### src/hdl/busPkg.sv
package busPkg;

	// Bus widths
	localparam int addrWidth = 32;
	localparam int dataWidth = 32;
	localparam int strbWidth = 4;

	// Masters sharing the bus
	localparam int numMasters = 2;
	localparam int masterHost = 0;
	localparam int masterDma = 1;

	// Address map, upper nibble of the byte address
	localparam logic [3:0] regionSram = 4'd0;
	localparam logic [3:0] regionDma = 4'd1;
	localparam logic [3:0] regionWdt = 4'd2;

	// Data SRAM geometry in words
	localparam int sramDepth = 256;
	localparam int sramIndexWidth = 8;

	// Request channel, one beat per transfer
	typedef struct packed {
		logic write;
		logic [addrWidth-1:0] addr;
		logic [dataWidth-1:0] wdata;
		logic [strbWidth-1:0] strb;
	} busReq;

	// Response channel
	// err marks a decode miss
	typedef struct packed {
		logic [dataWidth-1:0] rdata;
		logic err;
	} busResp;

endpackage

### src/hdl/periphPkg.sv
package periphPkg;

	// DMA register bank, offsets on addr[3:0]
	localparam logic [3:0] dmaRegSrc = 4'h0;
	localparam logic [3:0] dmaRegDst = 4'h4;
	localparam logic [3:0] dmaRegLen = 4'h8;
	// Bit 0 starts a copy, zero clears the interrupt
	localparam logic [3:0] dmaRegCtrl = 4'hC;

	// Word count width
	localparam int dmaLenWidth = 16;

	// Watchdog register bank
	localparam logic [3:0] wdtRegEnable = 4'h0;
	// Write sets reload and counter, read gives the counter
	localparam logic [3:0] wdtRegLoad = 4'h4;
	localparam logic [3:0] wdtRegKick = 4'h8;

	// Down-counter width
	localparam int wdtCountWidth = 32;

endpackage

### src/hdl/watchdogTimer.sv
module watchdogTimer (
	input logic clk,
	input logic rstN,
	input logic sel,
	input busPkg::busReq req,
	output logic ready,
	output logic respValid,
	output busPkg::busResp resp,
	input logic respReady,
	output logic wdtTimeout
);
	logic accept;
	logic regWrite;
	logic [3:0] offset;
	logic enableQ;
	logic [periphPkg::wdtCountWidth-1:0] reloadQ;
	logic [periphPkg::wdtCountWidth-1:0] countQ;
	logic [busPkg::dataWidth-1:0] rdataQ;

	assign ready = !respValid;
	assign accept = sel && ready;
	assign regWrite = accept && req.write;
	assign offset = req.addr[3:0];
	assign resp = '{rdata: rdataQ, err: 1'b0};

	always_ff @(posedge clk) begin
		if (!rstN)
			respValid <= 1'b0;
		else if (accept)
			respValid <= 1'b1;
		else if (respReady)
			respValid <= 1'b0;
	end

	// Load offset reads back the live counter
	always_ff @(posedge clk) begin
		if (accept) begin
			case (offset)
				periphPkg::wdtRegEnable: rdataQ <= {{(busPkg::dataWidth - 1){1'b0}}, enableQ};
				periphPkg::wdtRegLoad: rdataQ <= countQ;
				default: rdataQ <= '0;
			endcase
		end
	end

	always_ff @(posedge clk) begin
		if (!rstN) begin
			enableQ <= 1'b0;
			reloadQ <= '0;
			countQ <= '0;
			wdtTimeout <= 1'b0;
		end else begin
			// Count down, flag one cycle after hitting zero
			if (enableQ && countQ != '0)
				countQ <= countQ - 1'b1;
			if (enableQ && countQ == '0)
				wdtTimeout <= 1'b1;
			// Register writes take priority over counting
			if (regWrite) begin
				case (offset)
					periphPkg::wdtRegEnable: begin
						enableQ <= req.wdata[0];
						if (!req.wdata[0])
							wdtTimeout <= 1'b0;
					end
					periphPkg::wdtRegLoad: begin
						reloadQ <= req.wdata;
						countQ <= req.wdata;
						wdtTimeout <= 1'b0;
					end
					periphPkg::wdtRegKick: begin
						countQ <= reloadQ;
						wdtTimeout <= 1'b0;
					end
					default: ;
				endcase
			end
		end
	end

	assert property (@(posedge clk) disable iff (!rstN) !enableQ |-> !wdtTimeout);

endmodule

### config.mk
export PLATFORM = sky130hd
export DESIGN_NAME = watchdogTimer
export DESIGN_NICKNAME = d
export VERILOG_FILES = /design/src/hdl/busPkg.sv /design/src/hdl/periphPkg.sv /design/src/hdl/watchdogTimer.sv
export SDC_FILE = /design/constraint.sdc
export NUM_CORES = 1
export LEC_CHECK = 0
export BUFFER_PORTS_ARGS = -buffer_cell sky130_fd_sc_hd__buf_2
export CAP_MARGIN = 0
export CORE_MARGIN = 2
export CORE_UTILIZATION = 28
export DETAILED_ROUTE_END_ITERATION = 7
export GPL_TIMING_DRIVEN = 1
export PLACE_DENSITY = 0.52
export SLEW_MARGIN = 20
export SYNTH_ARGS = -nofsm -noshare
export SYNTH_HDL_FRONTEND = slang
export SYNTH_SLANG_ARGS = --single-unit
export TNS_END_PERCENT = 30
### constraint.sdc
create_clock -name clk -period 3.8 [get_ports clk]
set_input_delay 0.19 -clock clk [delete_from_list [all_inputs] [get_ports clk]]
set_output_delay 0.19 -clock clk [all_outputs]
set_load 0.03 [all_outputs]
### Word-level counts from Yosys, hierarchy flattened

Cells that the tools add are included.
Widths: inputs -> output; s select.

| storage, ports and cells | value |
|---|---|
| output and inout bits | 36 |
| bits of input ports | 73 |
| latch bits | 0 |
| logic and storage cells | 31 |
| bits in writable memories | 0 |
| ROM bits | 0 |
| memories | 0 |
| bits in registers | 99 |

| operators by class | value |
|---|---|
| divide/modulo/power cells | 0 |
| equality and inequality tests | 2 |
| multipliers | 0 |
| order comparisons | 0 |
| multiplexer cells | 10 |
| shift-type cells | 0 |
| bitwise gates (word level) | 0 |
| reduce and logical (&&, ||, !) cells | 12 |
| $add $sub $neg | 1 |

Operators with widths:

| operator | count |
|---|---|
| $pmux 32 s2 | 2 |
| $mux 32 | 2 |
| $logic_not 32->1 | 1 |
| $reduce_bool 32->1 | 1 |
| $sub 32x1->32 const B | 1 |
| $mux 1 | 5 |
| $eq 4x3->1 const B | 1 |
| $eq 4x4->1 const B | 1 |
| $logic_and 1x1->1 | 4 |
| $logic_not 4->1 | 1 |
| $reduce_and 2->1 | 2 |
| $pmux 1 s2 | 1 |
| $reduce_bool 2->1 | 1 |
| $reduce_or 2->1 | 1 |
| $logic_not 1->1 | 1 |

### Longest topological paths before layout

| logic depth | value |
|---|---|
| depth after elaboration | 6 |
| gate-level depth with buffers | 8 |
| gate-level depth less buffers | 7 |

### Worst setup path after synthesis

No wires, ideal clock.

| timing | value |
|---|---|
| kind | register to register |
| from | reg respValid |
| to | reg reloadQ[16] (netlist bit) |
| stages on the path, launching flop included | 8 |
| clock period less this slack | 3,108 ps |
| slack | 692 ps |
| data arrival time | 3,033 ps |
| buffers on the path | 3 |
| data required time | 3,724 ps |
| path through | dfxtp_1 > nor2b_1 > and3_1 > clkbuf_1 > buf_2 > buf_2 > nand2_1 > a21boi_0 |

| on the way | value |
|---|---|
| cells in the longest elaborated chain, start to end | 4 |

RTL lines:

| item | line | RTL |
|---|---|---|
| from (decl) | watchdogTimer.sv:7 | `output logic respValid,` |
| from (signal assigned) | watchdogTimer.sv:28 | `respValid <= 1'b0;` |
| from (signal assigned) | watchdogTimer.sv:30 | `respValid <= 1'b1;` |
| from (signal assigned) | watchdogTimer.sv:32 | `respValid <= 1'b0;` |
| $logic_not 1->1 | watchdogTimer.sv:20 | `assign ready = !respValid;` |
| $logic_and 1x1->1 | watchdogTimer.sv:21 | `assign accept = sel && ready;` |
| named net accept | watchdogTimer.sv:12 | `logic accept;` |
| $logic_and 1x1->1 | watchdogTimer.sv:22 | `assign regWrite = accept && req.write;` |
| $reduce_and 2->1 (no source line) | n/a |  |
| to (signal assigned) | watchdogTimer.sv:67 | `reloadQ <= req.wdata;` |
| to (decl) | watchdogTimer.sv:16 | `logic [periphPkg::wdtCountWidth-1:0] reloadQ;` |

The timed path passes the listed nets, and every way through them passes these cells.
A chain may end at the register's enable or synchronous reset.

### Final worst setup path

| timing | value |
|---|---|
| from | reg countQ[0] (netlist bit) |
| to | reg countQ[24] (netlist bit) |

| on the way | value |
|---|---|
| cells in the longest elaborated chain, start to end | 5 |
| elaborated cells between the ends (all ways) | 6 |
| those cells by class | add/sub (1); mux (3); reduce/logical (2) |

RTL lines:

| item | line | RTL |
|---|---|---|
| from (decl) | watchdogTimer.sv:17 | `logic [periphPkg::wdtCountWidth-1:0] countQ;` |
| from (signal assigned) | watchdogTimer.sv:55 | `countQ <= countQ - 1'b1;` |
| from (signal assigned) | watchdogTimer.sv:68 | `countQ <= req.wdata;` |
| from (signal assigned) | watchdogTimer.sv:72 | `countQ <= reloadQ;` |
| parallel branches: the longest is 2 deep, another holds $sub 32x1->32 | n/a |  |
| $mux 32 * | watchdogTimer.sv:54 | `if (enableQ && countQ != '0)` |
| $pmux 32 s2 | watchdogTimer.sv:60 | `case (offset)` |
| $mux 32 * | watchdogTimer.sv:59 | `if (regWrite) begin` |

Mark *: on every way between the ends.

==> summary.txt <==
Clocking
  • H-tree levels: 3
  • Clock root buffer: clkbuf_16
  • Total CTS buffers: 9
  • Clk sinks: 99
  • CTS tree: yes
  • Clock slew at reported path FFs: 0.06 ns
  • Worst skew pair latency: 0.34 ns
  • Cts hold-fix bufs: 0
  • Max Root-Sink Buffers: 2
  • Number of setup buffers added after CTS: 0
  • Post-cts sizing count: 0

Hold path
  • Hold Path Sink: respValid
  • Hold depth: 2
  • Hold Crit Class: input pin to flop
  • Hold path startpoint: sel

Global routing
  • Remaining Overflow, GRT: 0
  • Number of global-route vias before repair: ~3.6k
  • Initial antenna violation count: 0
  • First-pass GRT wire length: 18900 um
  • Total global-route track usage: 13.0%
  • Largest net degree at the start of global routing: 59

Yosys
  • Mapped cell area: 4770 um2
  • Yosys reg bits: between 90 and 100
  • Synth async-reset ratio: 0%
  • Primary FF master, synth: dfxtp_1
  • Post-synthesis average cell area: ~9.4 um2
  • Yosys cell types: 58
  • Synth Instances: 507
  • Most frequent cell after synthesis: nand2_1
  • Area leader, netlist: dfxtp_1
  • Post-Syn Nets: between 500 and 600
  • Synth area leaders: dfxtp_1, edfxtp_1, nand2_1
  • Yosys top cell area share: between 20% and 30%
  • YS warnings: 0
  • Post-synth EDFFs: 32
  • Seq/Total Area, Yosys: 48.2%
  • Most instantiated cells after synthesis: nand2_1, dfxtp_1, a21boi_0

Timing
  • Fin Clk Skew: 0.00501 ns
  • Hold_ws: ~0.11 ns
  • RSZ-0062 raised after global routing: false
  • Hold Fails Final Rpt: 0
  • Setup TNS: 0 ns
  • FMAX: 400 MHz
  • Max transition margin: 46.7%
  • Minimum clock period: 2.50 ns
  • Final setup vio count: 0
  • Final cycle utilization of the critical path: 65.8%
  • Max Slew Vio Count: 0
  • Measured slew at the worst slew-check pin: 0.799 ns

Critical path
  • Startpoint types: flop
  • WS Path Type: flop to flop
  • Crit path cell chain: inv_1, ha_1, nand3b_1, nand4b_1, a211oi_1, a21oi_1, a311o_1
  • CP max-delay cell: a211oi_1
  • RR Endpoint: countQ[24]
  • Req. time, crit path: roughly 4.0 ns
  • Critical Path AT: approximately 2.7 ns
  • Setup crit start: countQ[0]
  • Critical Path Fanout Max: 9
  • CP max stage delay: 0.57 ns
  • R2R Path Start: countQ[0]
  • R2R setup slack: 1.30 ns
  • Worst setup EP type: flop
  • Reg2Reg Depth: 7

Floorplanning
  • IO Pins: 109
  • Die Span X: 135 um
  • Initial Util: roughly 29%
  • Die height: 135 um
  • Core Region: 16600 um2
  • Die ar.: between 15000 and 20000 um2
  • # rows: 47

Routing
  • Wire length per cell: 14.6 um
  • Initial DRC Count: 195
  • Router iterations before antenna repair: 5
  • Final wirelength: 11600 um
  • Vias per cell: roughly 4.8
  • Post-route ant nets: 0
  • DRC: 0
  • Routed vias: about 3.8k

Placement
  • Port bufs: 75
  • Placed Cells incl. Taps: 779
  • Routability congestion estimate: 0.805
  • Post-DP HPWL: 8290 um

Flow run
  • Max-cap viol count: 0

Finish
  • # fillers: 1745
  • Antenna cell count: 0
  • Layout cells sized above 1: ~20%
  • Non-filler instance count after layout: 795
  • Area grow syn2layout: 18.6%
  • Layout Nets: between 600 and 700

Run status
  • Status: finished clean

Pwr
  • Worst vdd ir: 229 uV
  • Leakage: 2.19 nW
  • Pwr dens: 377 nW/um2
==> placed cells by master (no fill, tap or decap), types with 6 or more instances in the layout <==
cell type	Yosys	final
nor3_1	10	10
and2_1	30	30
buf_2	8	75
a21oi_1	8	8
buf_4	1	9
nor4_1	9	8
a22o_1	20	20
nor2_1	16	16
nand3_1	10	10
clkbuf_16	0	9
edfxtp_1	32	32
dfxtp_1	67	67
a21boi_0	35	35
nand2_1	121	121
xnor2_1	12	12
o21ai_0	14	14
or4_1	6	6
==> registers in the layout, indices dropped and copies added (netlist names) <==
signal / cells
countQ: 32
rdataQ: 32
reloadQ: 32
enableQ: 1
respValid: 1
wdtTimeout: 1
==> logic make-up (layout without fill, tap and decap cells) <==
family / after synthesis / in the layout / synth area share (%)
simple gates: 238 / 238 / 26.4
flops: 99 / 99 / 48.2
buf+inv: 36 / 104 / 3.12
fa+ha+maj: 2 / 2 / 0.524
other cells: 1 / 1 / 0.0786
mux: 2 / 2 / 0.420
compound gates: 116 / 116 / 18.9
xor+xnor: 13 / 13 / 2.39
==> metal layers <==
metal,part of all wire [%],wire [um],up-vias,GRT usage [%]
li1,-,-,1952,-
met1,54,6230,1757,20.1
met2,41,4690,109,17.9
met3,4.2,489,12,2.55
met4,1.4,160,0,4.39
met5,0,0,-,0
==> critical path, delay by kind of cell, from the launching register on <==
kind	cells	cell delay, ns
buffers and inverters	1	0.12
AO/OA/AOI/OAI	3	0.96
flip-flops	1	0.33
adder cells (fa/ha/maj)	1	0.18
AND/OR/NAND/NOR	2	0.79
==> cell type report <==
class	count	area (um2)	share of cell area, %
multi-input combinational	372	2350	41.5
sequential	99	2300	40.7
timing repair buffer	85	463	8.18
tap	220	275	4.87
clock buffer	14	244	4.31
clock inverter	2	12.5	0.221
inverter	3	11.3	0.199
==> power by group <==
part	leakage [nW]	switching (mW)	internal (mW)
clock	0.121	0.373	0.444
combinational	1.21	0.133	0.0609
sequential	0.859	0.00999	1.11
total	2.19	0.516	1.62
==> metrics by stage <==
stage / power [mW] / cell area [um2] / utilization, % / worst slack, ns
after floorplan: 1.27 / 4770 / - / 0.692
after global placement: 1.34 / 5400 / 32.5 / 1.38
after detailed placement: 1.34 / 5400 / 32.5 / 1.33
after CTS: 2.17 / 5660 / 34.0 / 1.31
after global routing: 2.23 / 5660 / 34.0 / 1.09
final: 2.13 / 5660 / 34.0 / 1.30
==> how the worst max path moves through the flow <==
stage	endpoint	depth (start not counted)
detailed placement	countQ[24]	7
floorplan	reloadQ[16]	7
finish	countQ[24]	7
global route	countQ[24]	7
global placement	countQ[24]	7
CTS	countQ[24]	7
Power figures use the tool's default switching activity.
