<file path="config.mk">
export PLATFORM = sky130hd
export DESIGN_NAME = busArbiter
export DESIGN_NICKNAME = d
export VERILOG_FILES = /design/src/hdl/busPkg.sv /design/src/hdl/busArbiter.sv
export SDC_FILE = /design/constraint.sdc
export NUM_CORES = 1
export LEC_CHECK = 0
export BUFFER_PORTS_ARGS = -buffer_cell sky130_fd_sc_hd__buf_2
export CAP_MARGIN = 10
export CORE_AREA = 2 2 139 141
export CTS_CLUSTER_DIAMETER = 100
export DETAILED_ROUTE_END_ITERATION = 10
export DIE_AREA = 0 0 141 143
export GPL_TIMING_DRIVEN = 0
export PLACE_DENSITY_LB_ADDON = 0.25
export RECOVER_POWER = 50
export SYNTH_ARGS = -nofsm -noshare
export SYNTH_HDL_FRONTEND = slang
export SYNTH_SLANG_ARGS = --single-unit
export TNS_END_PERCENT = 1
</file>
<file path="constraint.sdc">
create_clock -name clk -period 1.95 [get_ports clk]
set_clock_uncertainty 0.1 [all_clocks]
set_input_delay 0.0975 -clock clk [delete_from_list [all_inputs] [get_ports clk]]
set_output_delay 0.0975 -clock clk [all_outputs]
set_load 0.01 [all_outputs]
</file>
<file path="src/hdl/busPkg.sv">
package busPkg;

	// Bus widths
	localparam int addrWidth = 32;
	localparam int dataWidth = 32;
	localparam int strbWidth = 4;

	// Masters sharing the bus
	localparam int numMasters = 2;
	localparam int masterHost = 0;
	localparam int masterDma = 1;

	// Address map, upper nibble of the byte address
	localparam logic [3:0] regionSram = 4'd0;
	localparam logic [3:0] regionDma = 4'd1;
	localparam logic [3:0] regionWdt = 4'd2;

	// Data SRAM geometry in words
	localparam int sramDepth = 256;
	localparam int sramIndexWidth = 8;

	// Request channel, one beat per transfer
	typedef struct packed {
		logic write;
		logic [addrWidth-1:0] addr;
		logic [dataWidth-1:0] wdata;
		logic [strbWidth-1:0] strb;
	} busReq;

	// Response channel
	// err marks a decode miss
	typedef struct packed {
		logic [dataWidth-1:0] rdata;
		logic err;
	} busResp;

endpackage

</file>
<file path="src/hdl/busArbiter.sv">
module busArbiter (
	input logic clk,
	input logic rstN,
	input logic [busPkg::numMasters-1:0] mReqValid,
	input busPkg::busReq [busPkg::numMasters-1:0] mReq,
	output logic [busPkg::numMasters-1:0] mReqReady,
	output logic [busPkg::numMasters-1:0] mRespValid,
	output busPkg::busResp mResp,
	input logic [busPkg::numMasters-1:0] mRespReady,
	output logic sramSel,
	output logic dmaSel,
	output logic wdtSel,
	output busPkg::busReq slvReq,
	input logic sramReady,
	input logic dmaReady,
	input logic wdtReady,
	input logic sramRespValid,
	input logic dmaRespValid,
	input logic wdtRespValid,
	input busPkg::busResp sramResp,
	input busPkg::busResp dmaResp,
	input busPkg::busResp wdtResp,
	output logic slvRespReady
);
	typedef logic [$clog2(busPkg::numMasters)-1:0] masterIdxT;
	typedef enum logic [1:0] {tgtSram, tgtDma, tgtWdt, tgtErr} targetT;

	// Transfer in flight and who owns it
	logic busy;
	masterIdxT owner;
	targetT target;
	masterIdxT lastGrant;
	// Local error response for unmapped regions
	logic errPending;
	masterIdxT grantIdx;
	logic grantValid;
	targetT decoded;
	logic selReady;
	logic accept;
	logic respValidSel;
	logic respDone;

	// Round robin, the master not granted last wins a tie
	always_comb begin
		grantIdx = masterIdxT'(busPkg::masterHost);
		if (mReqValid[busPkg::masterHost] && mReqValid[busPkg::masterDma])
			grantIdx = ~lastGrant;
		else if (mReqValid[busPkg::masterDma])
			grantIdx = masterIdxT'(busPkg::masterDma);
	end

	assign grantValid = !busy && (|mReqValid);
	assign slvReq = mReq[grantIdx];

	// Region decode on the granted address
	always_comb begin
		case (slvReq.addr[busPkg::addrWidth-1 -: 4])
			busPkg::regionSram: decoded = tgtSram;
			busPkg::regionDma: decoded = tgtDma;
			busPkg::regionWdt: decoded = tgtWdt;
			default: decoded = tgtErr;
		endcase
		case (decoded)
			tgtSram: selReady = sramReady;
			tgtDma: selReady = dmaReady;
			tgtWdt: selReady = wdtReady;
			default: selReady = 1'b1;
		endcase
	end

	assign sramSel = grantValid && (decoded == tgtSram);
	assign dmaSel = grantValid && (decoded == tgtDma);
	assign wdtSel = grantValid && (decoded == tgtWdt);
	// No request register, acceptance is same cycle
	assign accept = grantValid && selReady;

	always_comb begin
		mReqReady = '0;
		if (accept)
			mReqReady[grantIdx] = 1'b1;
	end

	// Route the owning slave's response back
	always_comb begin
		case (target)
			tgtSram: begin
				respValidSel = sramRespValid;
				mResp = sramResp;
			end
			tgtDma: begin
				respValidSel = dmaRespValid;
				mResp = dmaResp;
			end
			tgtWdt: begin
				respValidSel = wdtRespValid;
				mResp = wdtResp;
			end
			default: begin
				respValidSel = errPending;
				mResp = '{rdata: '0, err: 1'b1};
			end
		endcase
		mRespValid = '0;
		if (busy)
			mRespValid[owner] = respValidSel;
	end

	// Only the owning slave has a response pending
	assign slvRespReady = busy && mRespReady[owner];
	assign respDone = busy && respValidSel && mRespReady[owner];

	always_ff @(posedge clk) begin
		if (!rstN) begin
			busy <= 1'b0;
			owner <= masterIdxT'(busPkg::masterHost);
			target <= tgtSram;
			errPending <= 1'b0;
			// Host wins the first tie
			lastGrant <= masterIdxT'(busPkg::masterDma);
		end else if (accept) begin
			busy <= 1'b1;
			owner <= grantIdx;
			target <= decoded;
			lastGrant <= grantIdx;
			errPending <= (decoded == tgtErr);
		end else if (respDone) begin
			busy <= 1'b0;
			errPending <= 1'b0;
		end
	end

	assert property (@(posedge clk) disable iff (!rstN) $onehot0({sramSel, dmaSel, wdtSel}));

	// Masters hold a waiting request
	for (genvar i = 0; i < busPkg::numMasters; i++) begin : gReqStable
		assert property (@(posedge clk) disable iff (!rstN)
			mReqValid[i] && !mReqReady[i] |=> mReqValid[i] && $stable(mReq[i]));
	end

endmodule

</file>
# == Word level (Yosys, flattened, before mapping) ==
# Index checks and enable logic that the tools add are counted.
# classes
order_cmp,4
n_eq_ne,7
mux,19
bitwise,2
reduce_logical,17
# op_table
op,n
two-way mux 69 bit,2
one-hot mux 33 bit (3 select lines),1
logical AND 1 bit,11
two-way mux 1 bit,9
equality test 2 bit (second input constant),3
one-hot mux 1 bit (3 select lines),2
one-hot mux 2 bit (3 select lines),1
equality test 2 x 1 -> 1 bit (second input constant),2
equality test 4 x 1 -> 1 bit (second input constant),1
equality test 4 x 2 -> 1 bit (second input constant),1
logical NOT 2 bit,2
logical NOT 4 bit,1
< comparator 1 x 2 -> 1 bit (second input constant),2
two-way mux 2 bit,2
AND 2 bit,1
demux 1 bit (select 1 bit),2
greater-or-equal comparator 1 bit (second input constant),2
nonzero test 2 bit,1
OR reduction 2 bit,1
logical NOT 1 bit,1
NOT 1 bit,1
# word_totals
regBits,6
output_inout_bits,110
word_cells,54

# == Logic depth before layout (Yosys ltp) ==
# logic_depth
depth_word,10
ltp_mapped,6
depth_no_buf,5

# == Worst setup path after synthesis ==
# No wires, ideal clock.
# synth_path
path_kind,register to output
from,register lastGrant
to,output dmaSel
arrival_time_ps,1461
required_time_ps,1752
slack_ps,291
path_stages_with_launch,5
n_path_buf,0
cell_sequence,dfxtp_1 -> a21boi_2 -> or3_4 -> and2_1 -> nor4_1
# synth_between
elab_chain_cells,8
elab_cells_between_ends,10
cone_classes,3 x eq/ne; 4 x mux; 1 x bitwise; 2 x reduce/logical
# synth_lines
element,line_no,source
start: declaration,busArbiter.sv:32,masterIdxT lastGrant;
start signal: assignment,busArbiter.sv:119,lastGrant <= masterIdxT'(busPkg::masterDma);
start signal: assignment,busArbiter.sv:124,lastGrant <= grantIdx;
NOT 1 bit *,busArbiter.sv:47,grantIdx = ~lastGrant;
two-way mux 1 bit *,busArbiter.sv:46,if (mReqValid[busPkg::masterHost] && mReqValid[busPkg::masterDma])
two-way mux 69 bit (not written as such) * (2 in series),busArbiter.sv:53,assign slvReq = mReq[grantIdx];
equality test 4 x 2 -> 1 bit (tied with other cells),busArbiter.sv:57,case (slvReq.addr[busPkg::addrWidth-1 -: 4])
one-hot mux 2 bit (3 select lines) *,busArbiter.sv:57,
equality test 2 x 1 -> 1 bit *,busArbiter.sv:72,assign dmaSel = grantValid && (decoded == tgtDma);
logical AND 1 bit *,busArbiter.sv:72,
end: declaration,busArbiter.sv:11,"output logic dmaSel,"
# Every way passes the cells marked *; elsewhere a longest branch is shown, timed or not. The select of a mux whose other input is x is not followed.

# == Worst setup path in the final report ==
# layout_path
from,register lastGrant
to,output mReqReady[0] (netlist name)
# layout_between
elab_chain_cells,10
elab_cells_between_ends,19
cone_classes,2 x order compare; 4 x eq/ne; 8 x mux; 1 x bitwise; 4 x reduce/logical
# layout_lines
element,line_no,source
NOT 1 bit *,busArbiter.sv:47,
two-way mux 1 bit *,busArbiter.sv:46,
two-way mux 69 bit (not written as such) (2 in series),busArbiter.sv:53,
equality test 4 x 2 -> 1 bit (tied with other cells),busArbiter.sv:57,
one-hot mux 2 bit (3 select lines),busArbiter.sv:57,
equality test 2 bit (tied with other cells),busArbiter.sv:63,case (decoded)
one-hot mux 1 bit (3 select lines),busArbiter.sv:63,
logical AND 1 bit,busArbiter.sv:75,assign accept = grantValid && selReady;
two-way mux 2 bit *,busArbiter.sv:79,if (accept)
end: declaration,busArbiter.sv:6,"output logic [busPkg::numMasters-1:0] mReqReady,"
# Marked as above.

==> results.sh <==
export IMPL_die_width_um=141
export IMPL_relSlewSlack=0.6872
export IMPL_slowest_delay_ps=360
export IMPL_status="complete, no violations"
export IMPL_firstDrtPassIters=4
export IMPL_r2r_end="owner"
export IMPL_cts_max_path_buffers=2
export IMPL_ys_ff_latch=6
export IMPL_crit_chain="a21o_1 > or3_4 > a21oi_4 > o21a_4 > nor2_1 > buf_2"
export IMPL_synth_seq_area_share=0.05839
export IMPL_ant_nets=0
export IMPL_synthToLayoutAreaGrowth_pct=107.4
export IMPL_syn_nets=646
export IMPL_rrSetupSlack_ps=290
export IMPL_instances_no_fill=987
export IMPL_max_freq_ghz=0.5160
export IMPL_drtIter0Drc=115
export IMPL_startpoint_type="flop"
export IMPL_synth_ff_type="dfxtp_1"
export IMPL_hpwl_mm=10.72
export IMPL_critical_path_slowest_cell="dfxtp_4"
export IMPL_fin_area_um2=4265
export IMPL_synthTopCellsByArea="nand2_1 (44%), mux2i_1 (19%), o21ai_0 (8.0%)"
export IMPL_grt_pass1_wl_mm=17.32
export IMPL_period_minus_slack_ps=1938
export IMPL_antenna_cells=0
export IMPL_crit_fanout=5
export IMPL_synth_area_leader_cell="nand2_1"
export IMPL_nets=1004
export IMPL_fill_cells=2162
export IMPL_root_buffer="clkbuf_16"
export IMPL_synth_edf_count=0
export IMPL_reg2reg_from="lastGrant"
export IMPL_endpoint_kind="output pin"
export IMPL_cts_tree="built"
export IMPL_rsz0062_at_grt="yes"
export IMPL_max_vdd_ir_drop_mv=0.2027
export IMPL_crit_family="compound AO/OA/AOI/OAI gates"
export IMPL_htreeDepth=1
export IMPL_synth_area_per_cell_um2=5.181
export IMPL_crit_path_end="mReqReady[0]"
export IMPL_ios=359
export IMPL_path_class="reg -> out"
export IMPL_post_drt_wl_per_cell_um=12.34
export IMPL_crit_arrival_ps=1740
export IMPL_grt_overflow=0
export IMPL_cp_num_cells=6
export IMPL_synth_most_common_cell="nand2_1"
export IMPL_rows=50
export IMPL_netlist_area_um2=2057
export IMPL_postSynthCellCount=397
export IMPL_drc=0
export IMPL_slew_viol_final=0
export IMPL_hold_violations=0
export IMPL_timing_final_crit_share=0.9938
export IMPL_drt_total_wl_mm=12.18
export IMPL_clk_pin_slew_ps=30
export IMPL_via_per_inst=3.786
export IMPL_cts_buffers=3
export IMPL_die_h_um=143
export IMPL_insertion_delay_ps=230
export IMPL_ys_types=37
export IMPL_grt_pass1_vias=3451
export IMPL_cts_sinks=6
export IMPL_placed_cell_area_um2=4136
export IMPL_grt_usage=0.1070
export IMPL_dp_cells=988
export IMPL_drive_above_1_share=0.5113
export IMPL_synth_commonest_cells="nand2_1 (239), mux2i_1 (39), o21ai_0 (33)"
export IMPL_postCtsSetupRepairBufs=0
export IMPL_leakage_nw=2.579
export IMPL_async_flop_share=0
export IMPL_r2r_cells=5
export IMPL_grt_antenna_before_repair=0
export IMPL_core_um2=18580
export IMPL_crit_start="lastGrant"
export IMPL_grt_max_degree=20
export IMPL_port_buffers=357
export IMPL_synth_top_area_frac=0.4361
export IMPL_die_area_um2=20160
export IMPL_yosys_warnings=0
export IMPL_worst_pin_slew_ps=469.2
export IMPL_initial_utilization=0.1107
export IMPL_power_density_nw_per_um2=435.6
export IMPL_cp_num_buf_inv=1
export IMPL_cp_required_ps=1750
export IMPL_vias=3737
export IMPL_hp_class="in -> reg"
export IMPL_finalSetupViolCount=0
export IMPL_gp_congestion=0.7298
export IMPL_finalPower_mw=1.858
export IMPL_drv_cap=0
-- worst register-to-register path, cell delays in order, from the launching register on --
cell and delay [ps]:
dfxtp_4 360, a21o_1 190, or3_4 350, a21oi_4 210
o21a_4 200, mux2i_1 180
-- sequential cells by signal (all words and copies together) (netlist names) --
register,count
lastGrant,1
errPending,1
busy,1
target,2
owner,1
-- layer usage --
layer,up-vias,GRT usage,part of all wire
li1,1992,-,-
met1,1559,0.1159,0.39
met2,179,0.2167,0.53
met3,7,0.02113,0.074
met4,0,0.01632,0.0068
met5,-,0,0
-- metrics by stage --
stage	hold slack (ps)	setup TNS (ps)	utilization	setup WS, ps
3_5_place_dp	360.6	-7180	0.2226	-317.1
6_report	150.2	0	0.2296	12.14
4_1_cts	161.8	-66.48	0.2281	-30.71
2_1_floorplan	205.8	0	-	291.4
5_1_grt	207.7	-136.1	0.2296	-57.64
3_3_place_gp	361.4	-8032	0.2226	-334.3
-- worst min-delay path by stage --
| stage | from | end | slack (ps) | depth (start not counted) |
|---|---|---|---|---|
| global route | rstN | lastGrant | 210 | 2 |
| detailed placement | mReq[122] | slvReq[53] | 360 | 4 |
| global placement | mReq[73] | slvReq[4] | 360 | 4 |
| finish | rstN | lastGrant | 150 | 2 |
| CTS | rstN | lastGrant | 160 | 2 |
| floorplan | mReq[69] | slvReq[0] | 210 | 2 |
-- where the power goes --
part | switching [mW] | internal (mW) | total, mW
clock | 0.0692 | 0.263 | 0.332
combinational | 0.734 | 0.621 | 1.35
sequential | 0.0281 | 0.142 | 0.171
-- timing repair --
item,CTS,global route
resized for setup,13,10
endpoints found under the setup margin,83,56
hold buffers,0,0
pin swaps,2,2
-- layout by cell type (no fill, tap or decap), drive strengths merged, types with 4 or more instances in the layout --
| cell type | count |
|---|---|
| mux2i | 39 |
| buf | 362 |
| nor2 | 7 |
| dfxtp | 6 |
| a21oi | 4 |
| nor2b | 4 |
| o211ai | 4 |
| inv | 7 |
| clkbuf | 22 |
| nand2 | 239 |
| o21ai | 34 |
-- kinds of logic after synthesis --
group,synth area share
compound gates,0.1740
buf+inv,0.06752
flops,0.05840
mux,0.2007
simple gates,0.4994
-- cell type report --
class / instances / area, µm² / share of cell area
buffer: 24 / 113.9 / 0.02669
clock buffer: 3 / 75.07 / 0.01760
inverter: 7 / 26.28 / 0.006160
tap: 234 / 292.8 / 0.06864
multi-input combinational: 356 / 1846 / 0.4327
sequential: 6 / 125.1 / 0.02933
timing repair buffer: 357 / 1787 / 0.4189
Power figures use the tool's default switching activity.
