--- src/hdl/busPkg.sv ---
package busPkg;

	// Bus widths
	localparam int addrWidth = 32;
	localparam int dataWidth = 32;
	localparam int strbWidth = 4;

	// Masters sharing the bus
	localparam int numMasters = 2;
	localparam int masterHost = 0;
	localparam int masterDma = 1;

	// Address map, upper nibble of the byte address
	localparam logic [3:0] regionSram = 4'd0;
	localparam logic [3:0] regionDma = 4'd1;
	localparam logic [3:0] regionWdt = 4'd2;

	// Data SRAM geometry in words
	localparam int sramDepth = 256;
	localparam int sramIndexWidth = 8;

	// Request channel, one beat per transfer
	typedef struct packed {
		logic write;
		logic [addrWidth-1:0] addr;
		logic [dataWidth-1:0] wdata;
		logic [strbWidth-1:0] strb;
	} busReq;

	// Response channel
	// err marks a decode miss
	typedef struct packed {
		logic [dataWidth-1:0] rdata;
		logic err;
	} busResp;

endpackage

--- src/hdl/periphPkg.sv ---
package periphPkg;

	// DMA register bank, offsets on addr[3:0]
	localparam logic [3:0] dmaRegSrc = 4'h0;
	localparam logic [3:0] dmaRegDst = 4'h4;
	localparam logic [3:0] dmaRegLen = 4'h8;
	// Bit 0 starts a copy, zero clears the interrupt
	localparam logic [3:0] dmaRegCtrl = 4'hC;

	// Word count width
	localparam int dmaLenWidth = 16;

	// Watchdog register bank
	localparam logic [3:0] wdtRegEnable = 4'h0;
	// Write sets reload and counter, read gives the counter
	localparam logic [3:0] wdtRegLoad = 4'h4;
	localparam logic [3:0] wdtRegKick = 4'h8;

	// Down-counter width
	localparam int wdtCountWidth = 32;

endpackage

--- src/hdl/dmaEngine.sv ---
module dmaEngine (
	input logic clk,
	input logic rstN,
	input logic regSel,
	input busPkg::busReq regReq,
	output logic regReady,
	output logic regRespValid,
	output busPkg::busResp regResp,
	input logic regRespReady,
	output logic mReqValid,
	output busPkg::busReq mReq,
	input logic mReqReady,
	input logic mRespValid,
	input busPkg::busResp mResp,
	output logic mRespReady,
	output logic dmaIrq
);
	typedef enum logic [2:0] {stIdle, stRdReq, stRdWait, stWrReq, stWrWait} stateT;

	stateT state;
	logic busy;
	logic doneQ;
	// Live copy pointers, advanced per word
	logic [busPkg::addrWidth-1:0] srcAddr;
	logic [busPkg::addrWidth-1:0] dstAddr;
	logic [periphPkg::dmaLenWidth-1:0] lenQ;
	// Word in transit between read and write
	logic [busPkg::dataWidth-1:0] dataQ;
	logic [busPkg::dataWidth-1:0] regRdata;
	logic regAccept;
	logic regWrite;
	logic [3:0] regOffset;

	assign busy = (state != stIdle);
	assign dmaIrq = doneQ;

	// Register slave port
	assign regReady = !regRespValid;
	assign regAccept = regSel && regReady;
	assign regWrite = regAccept && regReq.write;
	assign regOffset = regReq.addr[3:0];
	assign regResp = '{rdata: regRdata, err: 1'b0};

	// Master port, full-word transfers only
	assign mReqValid = (state == stRdReq) || (state == stWrReq);
	assign mRespReady = (state == stRdWait) || (state == stWrWait);
	assign mReq = '{
		write: (state == stWrReq),
		addr: (state == stWrReq) ? dstAddr : srcAddr,
		wdata: dataQ,
		strb: '1
	};

	always_ff @(posedge clk) begin
		if (!rstN)
			regRespValid <= 1'b0;
		else if (regAccept)
			regRespValid <= 1'b1;
		else if (regRespReady)
			regRespValid <= 1'b0;
	end

	always_ff @(posedge clk) begin
		if (regAccept) begin
			case (regOffset)
				periphPkg::dmaRegSrc: regRdata <= srcAddr;
				periphPkg::dmaRegDst: regRdata <= dstAddr;
				periphPkg::dmaRegLen:
					regRdata <= {{(busPkg::dataWidth - periphPkg::dmaLenWidth){1'b0}}, lenQ};
				periphPkg::dmaRegCtrl:
					regRdata <= {{(busPkg::dataWidth - 2){1'b0}}, doneQ, busy};
				default: regRdata <= '0;
			endcase
		end
		// Capture read data for the following write
		if (state == stRdWait && mRespValid)
			dataQ <= mResp.rdata;
	end

	always_ff @(posedge clk) begin
		if (!rstN) begin
			state <= stIdle;
			doneQ <= 1'b0;
			srcAddr <= '0;
			dstAddr <= '0;
			lenQ <= '0;
		end else begin
			// Setup writes ignored mid-copy
			if (regWrite && !busy) begin
				case (regOffset)
					periphPkg::dmaRegSrc: srcAddr <= regReq.wdata;
					periphPkg::dmaRegDst: dstAddr <= regReq.wdata;
					periphPkg::dmaRegLen: lenQ <= regReq.wdata[periphPkg::dmaLenWidth-1:0];
					periphPkg::dmaRegCtrl: begin
						if (!regReq.wdata[0])
							doneQ <= 1'b0;
						else if (lenQ == '0)
							doneQ <= 1'b1;
						else begin
							doneQ <= 1'b0;
							state <= stRdReq;
						end
					end
					default: ;
				endcase
			end
			// Copy loop, one read then one write per word
			case (state)
				stRdReq: if (mReqReady) state <= stRdWait;
				stRdWait: if (mRespValid) state <= stWrReq;
				stWrReq: if (mReqReady) state <= stWrWait;
				stWrWait: begin
					if (mRespValid) begin
						srcAddr <= srcAddr + 32'd4;
						dstAddr <= dstAddr + 32'd4;
						lenQ <= lenQ - 1'b1;
						if (lenQ == 1) begin
							state <= stIdle;
							doneQ <= 1'b1;
						end else
							state <= stRdReq;
					end
				end
				default: ;
			endcase
		end
	end

	assert property (@(posedge clk) disable iff (!rstN) mReqValid |-> busy);

endmodule

--- config.mk ---
export PLATFORM = sky130hd
export DESIGN_NAME = dmaEngine
export DESIGN_NICKNAME = d
export VERILOG_FILES = /design/src/hdl/busPkg.sv /design/src/hdl/periphPkg.sv /design/src/hdl/dmaEngine.sv
export SDC_FILE = /design/constraint.sdc
export NUM_CORES = 1
export LEC_CHECK = 0
export ABC_CLOCK_PERIOD_IN_PS = 2400
export BUFFER_PORTS_ARGS = -buffer_cell sky130_fd_sc_hd__buf_4
export CORE_MARGIN = 8
export CORE_UTILIZATION = 35
export CTS_BUF_LIST = sky130_fd_sc_hd__clkbuf_2 sky130_fd_sc_hd__clkbuf_4 sky130_fd_sc_hd__clkbuf_8
export CTS_CLUSTER_DIAMETER = 150
export DETAILED_ROUTE_END_ITERATION = 10
export PLACE_DENSITY = 0.65
export SLEW_MARGIN = 20
export SYNTH_ARGS = -nofsm -noshare
export SYNTH_HDL_FRONTEND = slang
export SYNTH_SLANG_ARGS = --single-unit
--- constraint.sdc ---
create_clock -name clk -period 2.4 [get_ports clk]
set_clock_uncertainty 0.2 [all_clocks]
set_input_delay 0.12 -clock clk [delete_from_list [all_inputs] [get_ports clk]]
set_output_delay 0.12 -clock clk [all_outputs]
set_load 0.02 [all_outputs]
# Yosys cells after proc, flatten, opt, wreduce, memory -nomap -nowiden
# Index checks and enable logic that the tools add are counted.
dict set report totals {
  mem_count 0
  ff_bits 149
  in_bits 108
  ramBits 0
  mem_bits_ro 0
  latchBits 0
  out_inout_bits 107
  word_cells 64
}
dict set report op_classes {
  reduce_logical 12
  n_div 0
  n_bitwise 0
  n_mul 0
  shift 0
  add_sub_neg 3
  order_cmp 0
  n_mux 33
  eq_ne 8
}
# operator n
set op_table {}
lappend op_table {{2-to-1 mux 32 bit} 9}
lappend op_table {{one-hot mux 32 bit (4 select lines)} 1}
lappend op_table {{adder 32 x 3 -> 32 bit (second input constant)} 2}
lappend op_table {{2-to-1 mux 16 bit} 4}
lappend op_table {{2-to-1 mux 3 bit} 8}
lappend op_table {{equality test 16 x 1 -> 1 bit (second input constant)} 1}
lappend op_table {{zero test 16 bit} 1}
lappend op_table {{subtractor 16 x 1 -> 16 bit (second input constant)} 1}
lappend op_table {{one-hot mux 3 bit (4 select lines)} 1}
lappend op_table {{2-to-1 mux 1 bit} 10}
lappend op_table {{equality test 4 bit (second input constant)} 2}
lappend op_table {{equality test 3 x 2 -> 1 bit (second input constant)} 2}
lappend op_table {{equality test 4 x 3 -> 1 bit (second input constant)} 1}
lappend op_table {{logical AND 1 bit} 4}
lappend op_table {{zero test 4 bit} 1}
lappend op_table {{equality test 3 x 1 -> 1 bit (second input constant)} 1}
lappend op_table {{equality test 3 bit (second input constant)} 1}
lappend op_table {{nonzero test 3 bit} 1}
lappend op_table {{zero test 1 bit} 2}
lappend op_table {{logical OR 1 bit} 2}
lappend op_table {{nonzero test 2 bit} 1}

# Logic depth before layout (Yosys ltp)
dict set report depth {
  depth_word 8
  depth_mapped 9
  mapped_depth_nobuf 6
}

# Worst setup path before layout
# No wires, ideal clock.
dict set report synth_timing {
  path_kind {flip-flop to flip-flop}
  from {reg state[0]}
  to {reg dataQ[0] (netlist bit) (enable)}
  t_arrival_ps 1976
  stages_incl_launch_ff 5
  slack_ps -197
  n_path_buf 1
  setup_ps 421
  required_time_ps 1779
  period_less_slack_ps 2597
  path_cell_list {dfxtp_1 > clkbuf_1 > nor2_1 > nand2_1 > nor2_1}
}
dict set report synth_via {
  elab_chain_cells 2
}
# element line
set synth_rtl {}
lappend synth_rtl {{start: declaration} dmaEngine.sv:20} ;# stateT state;
lappend synth_rtl {{start signal: assignment} dmaEngine.sv:82} ;# state <= stIdle;
lappend synth_rtl {{start signal: assignment} dmaEngine.sv:101} ;# state <= stRdReq;
lappend synth_rtl {{start signal: assignment} dmaEngine.sv:109} ;# stRdReq: if (mReqReady) state <= stRdWait;
lappend synth_rtl {{equality test 3 x 2 -> 1 bit} dmaEngine.sv:76} ;# if (state == stRdWait && mRespValid)
lappend synth_rtl {{logical AND 1 bit} dmaEngine.sv:76}
lappend synth_rtl {{end signal: assignment} dmaEngine.sv:77} ;# dataQ <= mResp.rdata;
lappend synth_rtl {{end: declaration} dmaEngine.sv:28} ;# logic [busPkg::dataWidth-1:0] dataQ;
# Every way passes these cells.
# A chain may end at the register's enable or synchronous reset.

# Worst setup path after layout
dict set report layout_timing {
  from {reg lenQ[6] (netlist bit)}
  to {reg lenQ[14] (netlist bit)}
}
dict set report layout_via {
  elab_chain_cells 3
}
# element line
set layout_rtl {}
lappend layout_rtl {{start: declaration} dmaEngine.sv:26} ;# logic [periphPkg::dmaLenWidth-1:0] lenQ;
lappend layout_rtl {{start signal: assignment} dmaEngine.sv:93} ;# periphPkg::dmaRegLen: lenQ <= regReq.wdata[periphPkg::dmaLenWidth-1:0];
lappend layout_rtl {{start signal: assignment} dmaEngine.sv:116} ;# lenQ <= lenQ - 1'b1;
lappend layout_rtl {{subtractor 16 x 1 -> 16 bit} dmaEngine.sv:116}
lappend layout_rtl {{2-to-1 mux 16 bit} dmaEngine.sv:113} ;# if (mRespValid) begin
lappend layout_rtl {{2-to-1 mux 16 bit} dmaEngine.sv:108} ;# case (state)
# Every way passes these cells.

==> impl_metrics.csv <==
group,metric,value,unit
drt,vias,7559,
floorplanning,std_cell_rows,53,
drt,drt_iter0_drc,670,
logic_synthesis,syn_area_per_cell,9.38,µm²
sta,finalSetupViolCount,0,
floorplanning,core,21100,µm²
critical_path,cpMostUsedCell,"or4_4",
logic_synthesis,yosysMostFrequentCell,"nand2_1",
logic_synthesis,synth_seq_area_share,0.480,
critical_path,critPathRequiredTime,2.58,ns
sta,timing.final.crit_share,0.971,
placed_design,place_ws,0.0437,ns
final_layout,final-seq-area,3620,µm²
critical_path,crit_buf_inv,0,
logic_synthesis,syn_inst,805,
clock_network,root_buffer,"clkbuf_8",
clock_network,htreeDepth,4,
power_and_ir_drop,cellLeakagePower,4.22,nW
drt,drt_wl_total,26600,µm
logic_synthesis,ys_warn_count,0,
placed_design,gp_congestion,0.892,
clock_network,cts_buffer_depth,2,
clock_network,clk_pin_slew,0.08,ns
final_layout,area_delta_synth_final,43.4,%
final_layout,fin_nets,1205,
floorplanning,dieArea,26500,µm²
final_layout,drive_gt1_frac,0.307,
sta,slew_headroom,0.476,
drt,drt.antenna.violating_nets,0,
placed_design,dpl.cell_count,1269,
clock_network,numCtsBuffers,17,
placed_design,dpl_cell_area,9600,µm²
global_route,grt_max_degree,43,
drt,drtPass1Iterations,5,
critical_path,crit_chain,"or4_4 > or4_4 > nor4_4 > mux2_1 > a21oi_1",
sta,worst_slew_pin_slew,0.785,ns
critical_path,path_max_fanout,5,
logic_synthesis,synth_area_leaders,"edfxtp_1 (25%), dfxtp_1 (23%), nand2_1 (6.1%)",
global_route,grt_pass1_vias,7474,
global_route,grt_pass1_wl,41700,µm
drt,wl_per_cell,19.3,µm
flow_run,maxCapViolations,0,
critical_path,cp_top_family,"simple AND/OR/NAND/NOR gates",
floorplanning,die_width,163,µm
global_route,globalRouteTotalUtil,0.199,
placed_design,port_buffers,176,
logic_synthesis,synth_top_area_frac,0.255,
final_layout,insertedDiodeCount,0,
critical_path,critPathKind,"reg2reg",
sta,rsz0062_at_grt,"true",
logic_synthesis,synth_edf_count,64,
placed_design,dp_hpwl,19000,µm
final_layout,finalNonFillerCells,1380,
sta,report.final.slew_viol_count,0,
power_and_ir_drop,total_power,5.33,mW
logic_synthesis,ys_async_sr_fraction,0,
logic_synthesis,syn-cell-area,7550,µm²
logic_synthesis,synth_common_cells,"nand2_1 (122), dfxtp_1 (85), edfxtp_1 (64), a21oi_1 (59), nor2_1 (46)",
floorplanning,start_util,0.358,
logic_synthesis,synth_ff_type,"dfxtp_1",
critical_path,end_kind,"flip-flop",
power_and_ir_drop,power.density,493,nW/µm²
critical_path,arrival,2.51,ns
final_layout,final_area,10800,µm²
clock_network,cts_tree,"done",
logic_synthesis,synth.largest_area_cell,"edfxtp_1",
critical_path,cp-start-kind,"flip-flop",
critical_path,slowest_delay,0.53,ns
sta,hold_viol,0,
floorplanning,die_h,163,µm
drt,drc,0,
critical_path,cp_slowest_cell,"or4_4",
logic_synthesis,ys_seq_elements,149,
drt,vias_per_cell,5.48,
clock_network,cts_sinks,149,
floorplanning,ios,215,
sta,setup_ws,0.0703,ns
critical_path,reg2reg_slack,0.07,ns
outcome,outcome,"finished clean",
min_path,holdCritPathClass,"in2reg",
global_route,overflow,0,
sta,fmax,429,MHz
sta,period_needed,2.33,ns
logic_synthesis,synthDistinctLibCells,66,
final_layout,fillers,1961,
final_layout,multi_input_area,3680,µm²
power_and_ir_drop,ir_drop,300,µV
global_route,antenna_found_initial,0,
clock_network,insertion_delay,0.47,ns
## metrics by stage
step	util	hold slack (ns)	setup TNS, ns
floorplan	-	0.0189	0
global placement	0.455	0.0982	0
detailed placement	0.455	0.0994	0
CTS	0.512	0.152	0
global route	0.513	0.162	-0.00688
finish	0.513	0.181	0
## cell usage in the layout (no fill, tap or decap), types with 6 or more instances in the layout
cell type,n
a211oi_1,6
a21oi_1,59
a221oi_1,9
a22o_1,16
a22oi_1,19
a2bb2oi_1,6
a31oi_1,17
and3_1,11
buf_4,243
clkbuf_8,18
dfxtp_1,84
dlygate4sd3_1,77
edfxtp_1,64
inv_1,12
mux2_2,36
nand2_1,122
nand3_1,39
nand4_1,20
nor2_1,45
nor3_1,24
nor4_1,10
o211ai_1,15
o21ai_0,33
or3_1,9
## what timing repair did
item	CTS	global route
endpoints found under the setup margin	2	7
gates cloned	0	0
hold buffers	77	0
buffers inserted	0	2
hold endpoints to repair	118	0
pin swaps	0	2
resized for setup	1	3
## routing by layer
| metal | track usage | vias up | wire length, µm |
|---|---|---|---|
| met4 | 0.0638 | 0 | 478 |
| met1 | 0.259 | 3580 | 11700 |
| met3 | 0.0463 | 32 | 1990 |
| li1 | - | 3625 | - |
| met5 | 0 | - | 0 |
| met2 | 0.320 | 322 | 12400 |
## final timing paths
kind / start / end / cells past startpoint
worst max-delay path: lenQ[6] / lenQ[14] / 5
worst min-delay path: mResp[1] / dataQ[0] / 2
worst max register to register: lenQ[6] / lenQ[14] / 5
worst min register to register: dstAddr[0] / dstAddr[0] / 2
## report_power, final
group	total, mW	leakage, nW	internal (mW)	switching, mW
sequential	2.69	1.29	2.67	0.0201
clock	2.16	0.221	1.20	0.958
combinational	0.478	2.70	0.242	0.235
## cell type report
type | instances | share of cell area
clock buffers | 22 | 0.0257
clock inverters | 10 | 0.0145
inverters | 13 | 0.00451
multi-input cells | 586 | 0.340
flip-flops and latches | 149 | 0.335
well taps | 275 | 0.0318
repair buffers | 325 | 0.249
## flip-flops by register name, indices dropped and copies added (netlist names)
signal,cells
regRdata,32
dmaIrq,1
state,3
regRespValid,1
srcAddr,32
dstAddr,32
lenQ,16
dataQ,32
## cell families (layout without fill, tap and decap cells)
kind of cell,count (synthesis),count (layout),share of synthesized area
AOI/OAI and AO/OA,221,221,0.197
xor gates and xnor gates,2,2,0.00232
adders and majority gates,5,5,0.00829
buffers and inverters,73,370,0.0413
DFF,149,149,0.480
muxes,40,40,0.0592
other,2,5,0.000995
and+or+nand+nor,313,313,0.211
Note: power is estimated with default switching activity, not from simulation.
